==> config.mk <==
export PLATFORM = sky130hd
export DESIGN_NAME = freq_monitor_top
export DESIGN_NICKNAME = d
export VERILOG_FILES = /design/src/source/cfreq_pkg.sv /design/src/source/freq_monitor_top.sv /design/src/source/complex_freq.sv /design/src/source/isqrt.sv /design/src/source/iq_interleave.sv
export SDC_FILE = /design/constraint.sdc
export NUM_CORES = 1
export LEC_CHECK = 0
export BUFFER_PORTS_ARGS = -buffer_cell sky130_fd_sc_hd__buf_2
export CAP_MARGIN = 20
export CORE_ASPECT_RATIO = 1.5
export CORE_MARGIN = 10
export CORE_UTILIZATION = 46
export DETAILED_ROUTE_END_ITERATION = 6
export GPL_TIMING_DRIVEN = 1
export PLACE_DENSITY = 0.68
export SLEW_MARGIN = 20
export SYNTH_ARGS = -nofsm -noshare
export SYNTH_HDL_FRONTEND = slang
export SYNTH_SLANG_ARGS = --single-unit
==> constraint.sdc <==
create_clock -name clk -period 8.5 [get_ports clk]
set_input_delay 0 -clock clk [delete_from_list [all_inputs] [get_ports clk]]
set_output_delay 0 -clock clk [all_outputs]
set_load 0.02 [all_outputs]
==> src/source/cfreq_pkg.sv <==
package cfreq_pkg;

	// Width of one signed I or Q word on the interleaved stream
	localparam int SAMPLE_W = 18;

	// Magnitude width, the integer root of the radicand
	localparam int AMP_W = 17;

	// Sum of squares truncated to this many bits before the root
	localparam int SQ_W = 34;

	// Window exponent, a window spans 2**REFCNT_W_DEF samples
	localparam int REFCNT_W_DEF = 17;

	// One signed I or Q sample
	typedef logic signed [SAMPLE_W-1:0] sample_t;

	// Unsigned magnitude
	typedef logic [AMP_W-1:0] amp_t;

	// Radicand fed to the square root
	typedef logic [SQ_W-1:0] square_t;

endpackage
==> src/source/freq_monitor_top.sv <==
`timescale 1ns/10ps

module freq_monitor_top #(
	parameter int refcnt_w = cfreq_pkg::REFCNT_W_DEF
) (
	input  logic                       clk,
	input  logic                       rst_n,
	input  cfreq_pkg::sample_t         i_data,
	input  cfreq_pkg::sample_t         q_data,
	input  logic                       iq_valid,
	output logic signed [refcnt_w-1:0] freq,
	output logic                       freq_valid,
	output cfreq_pkg::amp_t            amp_max,
	output cfreq_pkg::amp_t            amp_min,
	output logic                       updated,
	output logic                       timing_err
);

	cfreq_pkg::sample_t sdata; // Interleaved I/Q stream
	logic               sgate;

	iq_interleave i_iq_interleave (
		.clk      (clk),
		.rst_n    (rst_n),
		.i_data   (i_data),
		.q_data   (q_data),
		.iq_valid (iq_valid),
		.sdata    (sdata),
		.sgate    (sgate)
	);

	complex_freq #(
		.refcnt_w (refcnt_w)
	) i_complex_freq (
		.clk        (clk),
		.rst_n      (rst_n),
		.sdata      (sdata),
		.sgate      (sgate),
		.freq       (freq),
		.freq_valid (freq_valid),
		.amp_max    (amp_max),
		.amp_min    (amp_min),
		.updated    (updated),
		.timing_err (timing_err)
	);

endmodule

==> src/source/complex_freq.sv <==
`timescale 1ns/10ps

module complex_freq #(
	parameter int refcnt_w = cfreq_pkg::REFCNT_W_DEF
) (
	input  logic                       clk,
	input  logic                       rst_n,
	input  cfreq_pkg::sample_t         sdata,
	input  logic                       sgate,      // Two cycles, I then Q
	output logic signed [refcnt_w-1:0] freq,
	output logic                       freq_valid,
	output cfreq_pkg::amp_t            amp_max,
	output cfreq_pkg::amp_t            amp_min,
	output logic                       updated,    // Pulse when results change
	output logic                       timing_err  // Sample arrived mid calculation
);

	logic signed [2*cfreq_pkg::SAMPLE_W-1:0] square;
	logic signed [2*cfreq_pkg::SAMPLE_W-1:0] square_d;
	logic [2*cfreq_pkg::SAMPLE_W:0]          square_sum;
	cfreq_pkg::square_t radicand;

	logic sgate_d1;
	logic sgate_d2;
	logic sum_valid;

	cfreq_pkg::amp_t root;
	logic            root_valid;
	logic            root_busy;

	logic [refcnt_w-1:0] refcnt;
	logic                rollover;
	logic                close_win;

	cfreq_pkg::amp_t amp_max_x; // Developing extremes
	cfreq_pkg::amp_t amp_min_x;

	logic [1:0]        quad;
	logic [1:0]        quad_prev;
	logic [1:0]        quad_step;
	logic [refcnt_w:0] quad_cnt;
	logic [refcnt_w:0] freq_cnt;
	logic              invalid;

	// Single multiplier, I squared and Q squared arrive on consecutive cycles
	always_ff @(posedge clk) begin
		square     <= sdata * sdata;
		square_d   <= square;
		square_sum <= {1'b0, square} + {1'b0, square_d};
	end

	assign radicand = square_sum[cfreq_pkg::SQ_W-1:0];

	// Sum is valid three cycles after the first gate cycle
	always_ff @(posedge clk) begin
		if (!rst_n) begin
			sgate_d1  <= 1'b0;
			sgate_d2  <= 1'b0;
			sum_valid <= 1'b0;
		end else begin
			sgate_d1  <= sgate;
			sgate_d2  <= sgate_d1;
			sum_valid <= sgate_d1 & sgate_d2;
		end
	end

	isqrt i_isqrt (
		.clk   (clk),
		.rst_n (rst_n),
		.x     (radicand),
		.en    (sum_valid),
		.y     (root),
		.dav   (root_valid),
		.busy  (root_busy)
	);

	// Flag only, latching is up to the consumer
	always_ff @(posedge clk) begin
		if (!rst_n) timing_err <= 1'b0;
		else        timing_err <= root_busy & sgate;
	end

	// Window counter, first window is short and closes on sample 3
	always_ff @(posedge clk) begin
		if (!rst_n) begin
			refcnt   <= {{(refcnt_w-1){1'b0}}, 1'b1};
			rollover <= 1'b0;
		end else begin
			if (root_valid) refcnt <= refcnt - 1'b1;
			rollover <= &refcnt;
		end
	end

	assign close_win = root_valid & rollover;

	// Magnitude extremes
	always_ff @(posedge clk) begin
		if (!rst_n) begin
			amp_max_x <= '0;
			amp_min_x <= '1;
			amp_max   <= '0;
			amp_min   <= '0;
		end else if (root_valid) begin
			if (close_win || root > amp_max_x) amp_max_x <= root;
			if (close_win || root < amp_min_x) amp_min_x <= root;
			if (close_win) begin
				amp_max <= amp_max_x; // Freeze the finished window
				amp_min <= amp_min_x;
			end
		end
	end

	// Quadrant code is {sign I, sign I ^ sign Q}
	always_ff @(posedge clk) begin
		if (!rst_n) begin
			quad <= 2'b00;
		end else if (sgate) begin
			if (sgate_d1) quad <= {quad[0], quad[0] ^ sdata[cfreq_pkg::SAMPLE_W-1]};
			else          quad <= {quad[1], sdata[cfreq_pkg::SAMPLE_W-1]}; // Park sign I
		end
	end

	assign quad_step = quad - quad_prev;

	// Quadrant crossing count and window report
	always_ff @(posedge clk) begin
		if (!rst_n) begin
			quad_prev  <= 2'b00;
			quad_cnt   <= '0;
			invalid    <= 1'b0;
			freq_cnt   <= '0;
			freq_valid <= 1'b0;
			updated    <= 1'b0;
		end else begin
			if (sum_valid) begin
				quad_prev <= quad;
				case (quad_step)
					2'd1:    quad_cnt <= quad_cnt + 1'b1;
					2'd2:    invalid  <= 1'b1; // Jump is ambiguous in direction
					2'd3:    quad_cnt <= quad_cnt - 1'b1;
					default: quad_cnt <= quad_cnt;
				endcase
			end
			if (close_win) begin
				freq_cnt   <= quad_cnt;
				freq_valid <= ~invalid;
				quad_cnt   <= '0;
				invalid    <= 1'b0;
			end
			updated <= close_win;
		end
	end

	assign freq = freq_cnt[refcnt_w:1]; // Drop the lowest bit

endmodule

==> src/source/isqrt.sv <==
`timescale 1ns/10ps

module isqrt (
	input  logic               clk,
	input  logic               rst_n,
	input  cfreq_pkg::square_t x,
	input  logic               en,
	output cfreq_pkg::amp_t    y,
	output logic               dav,
	output logic               busy
);

	typedef enum logic [1:0] {
		S_IDLE,
		S_RUN,
		S_DONE
	} state_t;

	state_t                   state;
	cfreq_pkg::square_t       x_sh;  // Radicand, consumed two bits per step
	logic [cfreq_pkg::AMP_W+1:0] rem; // Partial remainder
	logic [cfreq_pkg::AMP_W+1:0] rem_sh;
	logic [cfreq_pkg::AMP_W+1:0] trial;
	cfreq_pkg::amp_t          root;
	cfreq_pkg::amp_t          step;  // Walking one marks the last iteration

	// Bring down the next two radicand bits and try root*4+1
	assign rem_sh = {rem[cfreq_pkg::AMP_W-1:0], x_sh[cfreq_pkg::SQ_W-1 -: 2]};
	assign trial  = {root, 2'b01};

	always_ff @(posedge clk) begin
		if (!rst_n) begin
			state <= S_IDLE;
		end else begin
			case (state)
				S_IDLE: if (en) state <= S_RUN;
				S_RUN:  if (step[cfreq_pkg::AMP_W-1]) state <= S_DONE;
				S_DONE: state <= en ? S_RUN : S_IDLE; // Back to back start allowed
				default: state <= S_IDLE;
			endcase
		end
	end

	// Datapath, one result bit per cycle in S_RUN
	always_ff @(posedge clk) begin
		if (en && state != S_RUN) begin
			x_sh <= x;
			rem  <= '0;
			root <= '0;
			step <= cfreq_pkg::amp_t'(1);
		end else if (state == S_RUN) begin
			x_sh <= x_sh << 2;
			step <= step << 1;
			if (rem_sh >= trial) begin
				rem  <= rem_sh - trial;
				root <= {root[cfreq_pkg::AMP_W-2:0], 1'b1};
			end else begin
				rem  <= rem_sh;
				root <= {root[cfreq_pkg::AMP_W-2:0], 1'b0};
			end
		end
	end

	assign y    = root;
	assign dav  = (state == S_DONE); // 18 cycles after en
	assign busy = (state == S_RUN);

endmodule

==> src/source/iq_interleave.sv <==
`timescale 1ns/10ps

module iq_interleave (
	input  logic               clk,
	input  logic               rst_n,
	input  cfreq_pkg::sample_t i_data,
	input  cfreq_pkg::sample_t q_data,
	input  logic               iq_valid,
	output cfreq_pkg::sample_t sdata,
	output logic               sgate
);

	cfreq_pkg::sample_t q_hold; // Q word parked while I is on the stream
	logic               phase;  // High while the Q word is still owed

	// Gate and phase, a new pair always restarts the emission
	always_ff @(posedge clk) begin
		if (!rst_n) begin
			sgate <= 1'b0;
			phase <= 1'b0;
		end else if (iq_valid) begin
			sgate <= 1'b1;
			phase <= 1'b1;
		end else if (phase) begin
			sgate <= 1'b1; // Second gate cycle carries Q
			phase <= 1'b0;
		end else begin
			sgate <= 1'b0;
		end
	end

	// Sample word, I goes out first and Q follows one cycle later
	always_ff @(posedge clk) begin
		if (iq_valid) begin
			sdata  <= i_data;
			q_hold <= q_data;
		end else if (phase) begin
			sdata <= q_hold;
		end
	end

endmodule

==> out/summary.txt <==
Crit-path leading delay family = adder cells
Root Driver = clkbuf_16
Pre-Repair DR Iteration Count = 5
Via count = 18,100
DRC Markers = 0
Fill count = 5,087
Synthesized cell area = 26,000 sq um
RSZ-0062 raised after global routing = no
Worst hold stages = 1
I/O pin count = 93
XOR/XNOR Fraction of Synth Area = 0.0361
Clk buf depth = 3
Fin crit share = 0.828
NumNets Final = 3,316
WP buf/inv = 7
CP required = 8.97 ns
Post-synthesis register bit count = 357
Register-to-Register Path Depth = 22
Fmax = 142 MHz
CP Launch Type = flop
# H-tree levels = 2
Max-cap violations = 0
Worst R2R Start = i_iq_interleave.sdata[17]
Worst hold slack = 0.103 ns
Crit-path max FO = 23
Crit. End Element = flop
Worst hold path endpoint = i_iq_interleave.q_hold[17]
Worst Path Class, Setup = reg2reg
Mapped Cells = 2,708
Vias in the first global route = 19,900
Worst-path cell chain = inv_1 -> nor2_1 -> fa_1 -> inv_1 -> fa_1 -> inv_1 -> ha_1 -> inv_1 -> fa_1 -> inv_1 -> fa_1 -> inv_1 -> fa_1 -> inv_1 -> ha_1 -> a21o_1 -> a21o_1 -> a21oi_1 -> o21ai_0 -> a211o_1 -> a21oi_1 -> xnor2_1
Post-synthesis cell type count = 68
Largest net degree at the start of global routing = 100
Top_reg_cell synth = dfxtp_1
Final worst slack = 1.46 ns
Core area = 55,800 sq um
PortBufs = 92
Gr usage total = 0.179
Commonest non-fill, non-tap cell in the layout = inv_1
Synth top area share = 0.221
Sum Neg Setup Slack = 0 ns
# clock sinks = 357
Reg clk slew, reported paths = 0.06 ns
CTS tree = built
Largest family of logic cells by synthesized area = adder cells
Row count = 106
Adder-cell share of the synthesized area = 0.314
Total grt overflow = 0
Simple-gate share of the synthesized area = 0.128
Worst reg-to-reg setup slack = 1.46 ns
Area Growth Syn to Fin = 10.1%
Total CTS buffers = 35
FF/Latch Area = 7850 sq um
Most frequent cells in the layout = inv_1 (505), nand2_1 (347), dfxtp_1 (287)
DIE AREA = 66,600 sq um
Syn Nets = 3,229
Ranking of synthesized cells by area = dfxtp_1 (22%), fa_1 (22%), ha_1 (9.5%), edfxtp_1 (8.1%), inv_1 (7.3%)
Crit. Startpoint = i_iq_interleave.sdata[17]
Final min period = 7.04 ns
ANT nets after route = 0
Status = completed
Worst skew pair latency = 0.55 ns
Clock Skew = 0.0166 ns
Share of layout cells above drive strength 1 = 0.0805
Syn Area/Cell = 9.60 sq um
Post-synthesis compound-gate area fraction = 0.0926
Post-synthesis sequential area ratio = 0.302
R2r endpoint = i_complex_freq.square[32]
CP arrival = 7.51 ns
Slowest-stage cell, CP = edfxtp_1
RePlAce Congestion = 0.897
Via density = 5.05
Max_slew headroom = 0.376
Detail Placement HPWL = 46,100 um
Fin. Hold Viols = 0
Slowest Stage Delay on Critical Path = 0.96 ns
Final wirelength = 58,300 um
First-pass GRT wire length = 97,700 um
Hold/Removal Path Class = in2reg
Fraction of synthesized area in multiplexers = 0.0410
Die Y = 311 um
Starting Density = 0.465
Number of synthesized flops with an enable pin = 70
Drt wl/cell = 16.3 um
Setup Viol. Count Final = 0
Synth warn = 0
Hold path startpoint = iq_valid
Worst-margin pin slew = 0.936 ns
Fin. max-slew vios = 0
Die X-Extent = 214 um
Initial antenna violation count = 1
Post-cts resize count = 0
Most frequent cell on the critical path = inv_1
Multi-input logic area = 15,900 sq um
DRT iter0 DRCs = 783
Pre-CTS setup slack = 1.49 ns
Ys async rst share = 0
Leading area contributor after synthesis = dfxtp_1
## stage by stage
step                       util  instance area (sq um)  instances
after floorplan               -                  26000       2708
after global placement    0.486                  27100       3477
after detailed placement  0.486                  27100       3477
after CTS                 0.512                  28600       3577
after global routing      0.513                  28600       3578
final                     0.513                  28600       3578
## Yosys cell counts, drive strengths merged (27+ instances only)
master	instances
fa	284
xnor2	75
mux2i	49
nand3b	27
dfxtp	287
inv	505
a21oi	95
edfxtp	70
o21ai	66
a21o	27
and2	64
a21boi	61
xor2	32
clkbuf	80
nand2	348
nor2	82
mux2	51
nor2b	54
ha	198
## kinds of logic after synthesis
| logic type | after synthesis |
|---|---|
| XOR/XNOR | 107 |
| flip-flops | 357 |
| AND/OR/NAND/NOR | 702 |
| buffers and inverters | 595 |
| AO/OA/AOI/OAI | 365 |
| adder cells (fa/ha/maj) | 482 |
| multiplexers | 100 |
## area by class of cell
class,instances,share of cell area
Multi-Input combinational cell,1756,0.556
Sequential cell,357,0.274
Inverter,505,0.0662
Clock buffer,48,0.0341
Tap cell,756,0.0331
Timing Repair Buffer,140,0.0320
Clock inverter,15,0.00420
Antenna cell,1,0.0000874
## per-layer routing
metal	GRT usage	vias to the layer above	share of wire	wire length (um)
met1	0.170	8825	0.35	20500
met5	0	-	0	0
li1	-	8802	-	-
met3	0.0215	154	0.026	1550
met2	0.358	299	0.57	33100
met4	0.0981	0	0.055	3230
## worst reg2reg max path, cell delays in order, from the launching register on
cell	delay, ns
edfxtp_1	0.96
inv_1	0.56
nor2_1	0.27
fa_1	0.49
inv_1	0.21
fa_1	0.45
inv_1	0.09
ha_1	0.46
inv_1	0.23
fa_1	0.54
inv_1	0.05
fa_1	0.52
inv_1	0.04
fa_1	0.47
inv_1	0.04
ha_1	0.34
a21o_1	0.20
a21o_1	0.17
a21oi_1	0.15
o21ai_0	0.10
a211o_1	0.27
a21oi_1	0.21
xnor2_1	0.13
## what timing repair did
item,4_1_cts,5_1_grt
setup buffers,0,0
setup endpoints to repair,0,0
endpoints found under the hold margin,76,0
hold buffers,37,0
## state kept, by name, summed over array words and instances (netlist names), 17 cells and up
signal / cells
i_iq_interleave.q_hold: 18
i_complex_freq.i_isqrt.x_sh: 34
i_complex_freq.amp_min_x: 17
i_complex_freq.freq_cnt: 17
i_complex_freq.quad_cnt: 18
i_iq_interleave.sdata: 18
i_complex_freq.amp_max: 17
i_complex_freq.amp_min: 17
i_complex_freq.i_isqrt.rem: 17
i_complex_freq.i_isqrt.y: 17
i_complex_freq.amp_max_x: 17
i_complex_freq.square_sum: 34
i_complex_freq.square_d: 33
i_complex_freq.square: 33
i_complex_freq.refcnt: 17
i_complex_freq.i_isqrt.step: 17
## how the worst max path moves through the flow
| stage | end | slack (ns) | cells after the start |
|---|---|---|---|
| final | i_complex_freq.square[32] | 1.46 | 22 |
| after global routing | i_complex_freq.square[32] | 1.01 | 22 |
| after CTS | i_complex_freq.square[32] | 1.45 | 22 |
| after detailed placement | i_complex_freq.square[32] | 1.49 | 22 |
| after global placement | i_complex_freq.square[32] | 1.67 | 22 |
| after floorplan | i_complex_freq.square[33] | 2.52 | 21 |
Power is left out: the tool's default activity adds up to more than one toggle a clock period on the data nets, which glitch-free logic cannot reach.
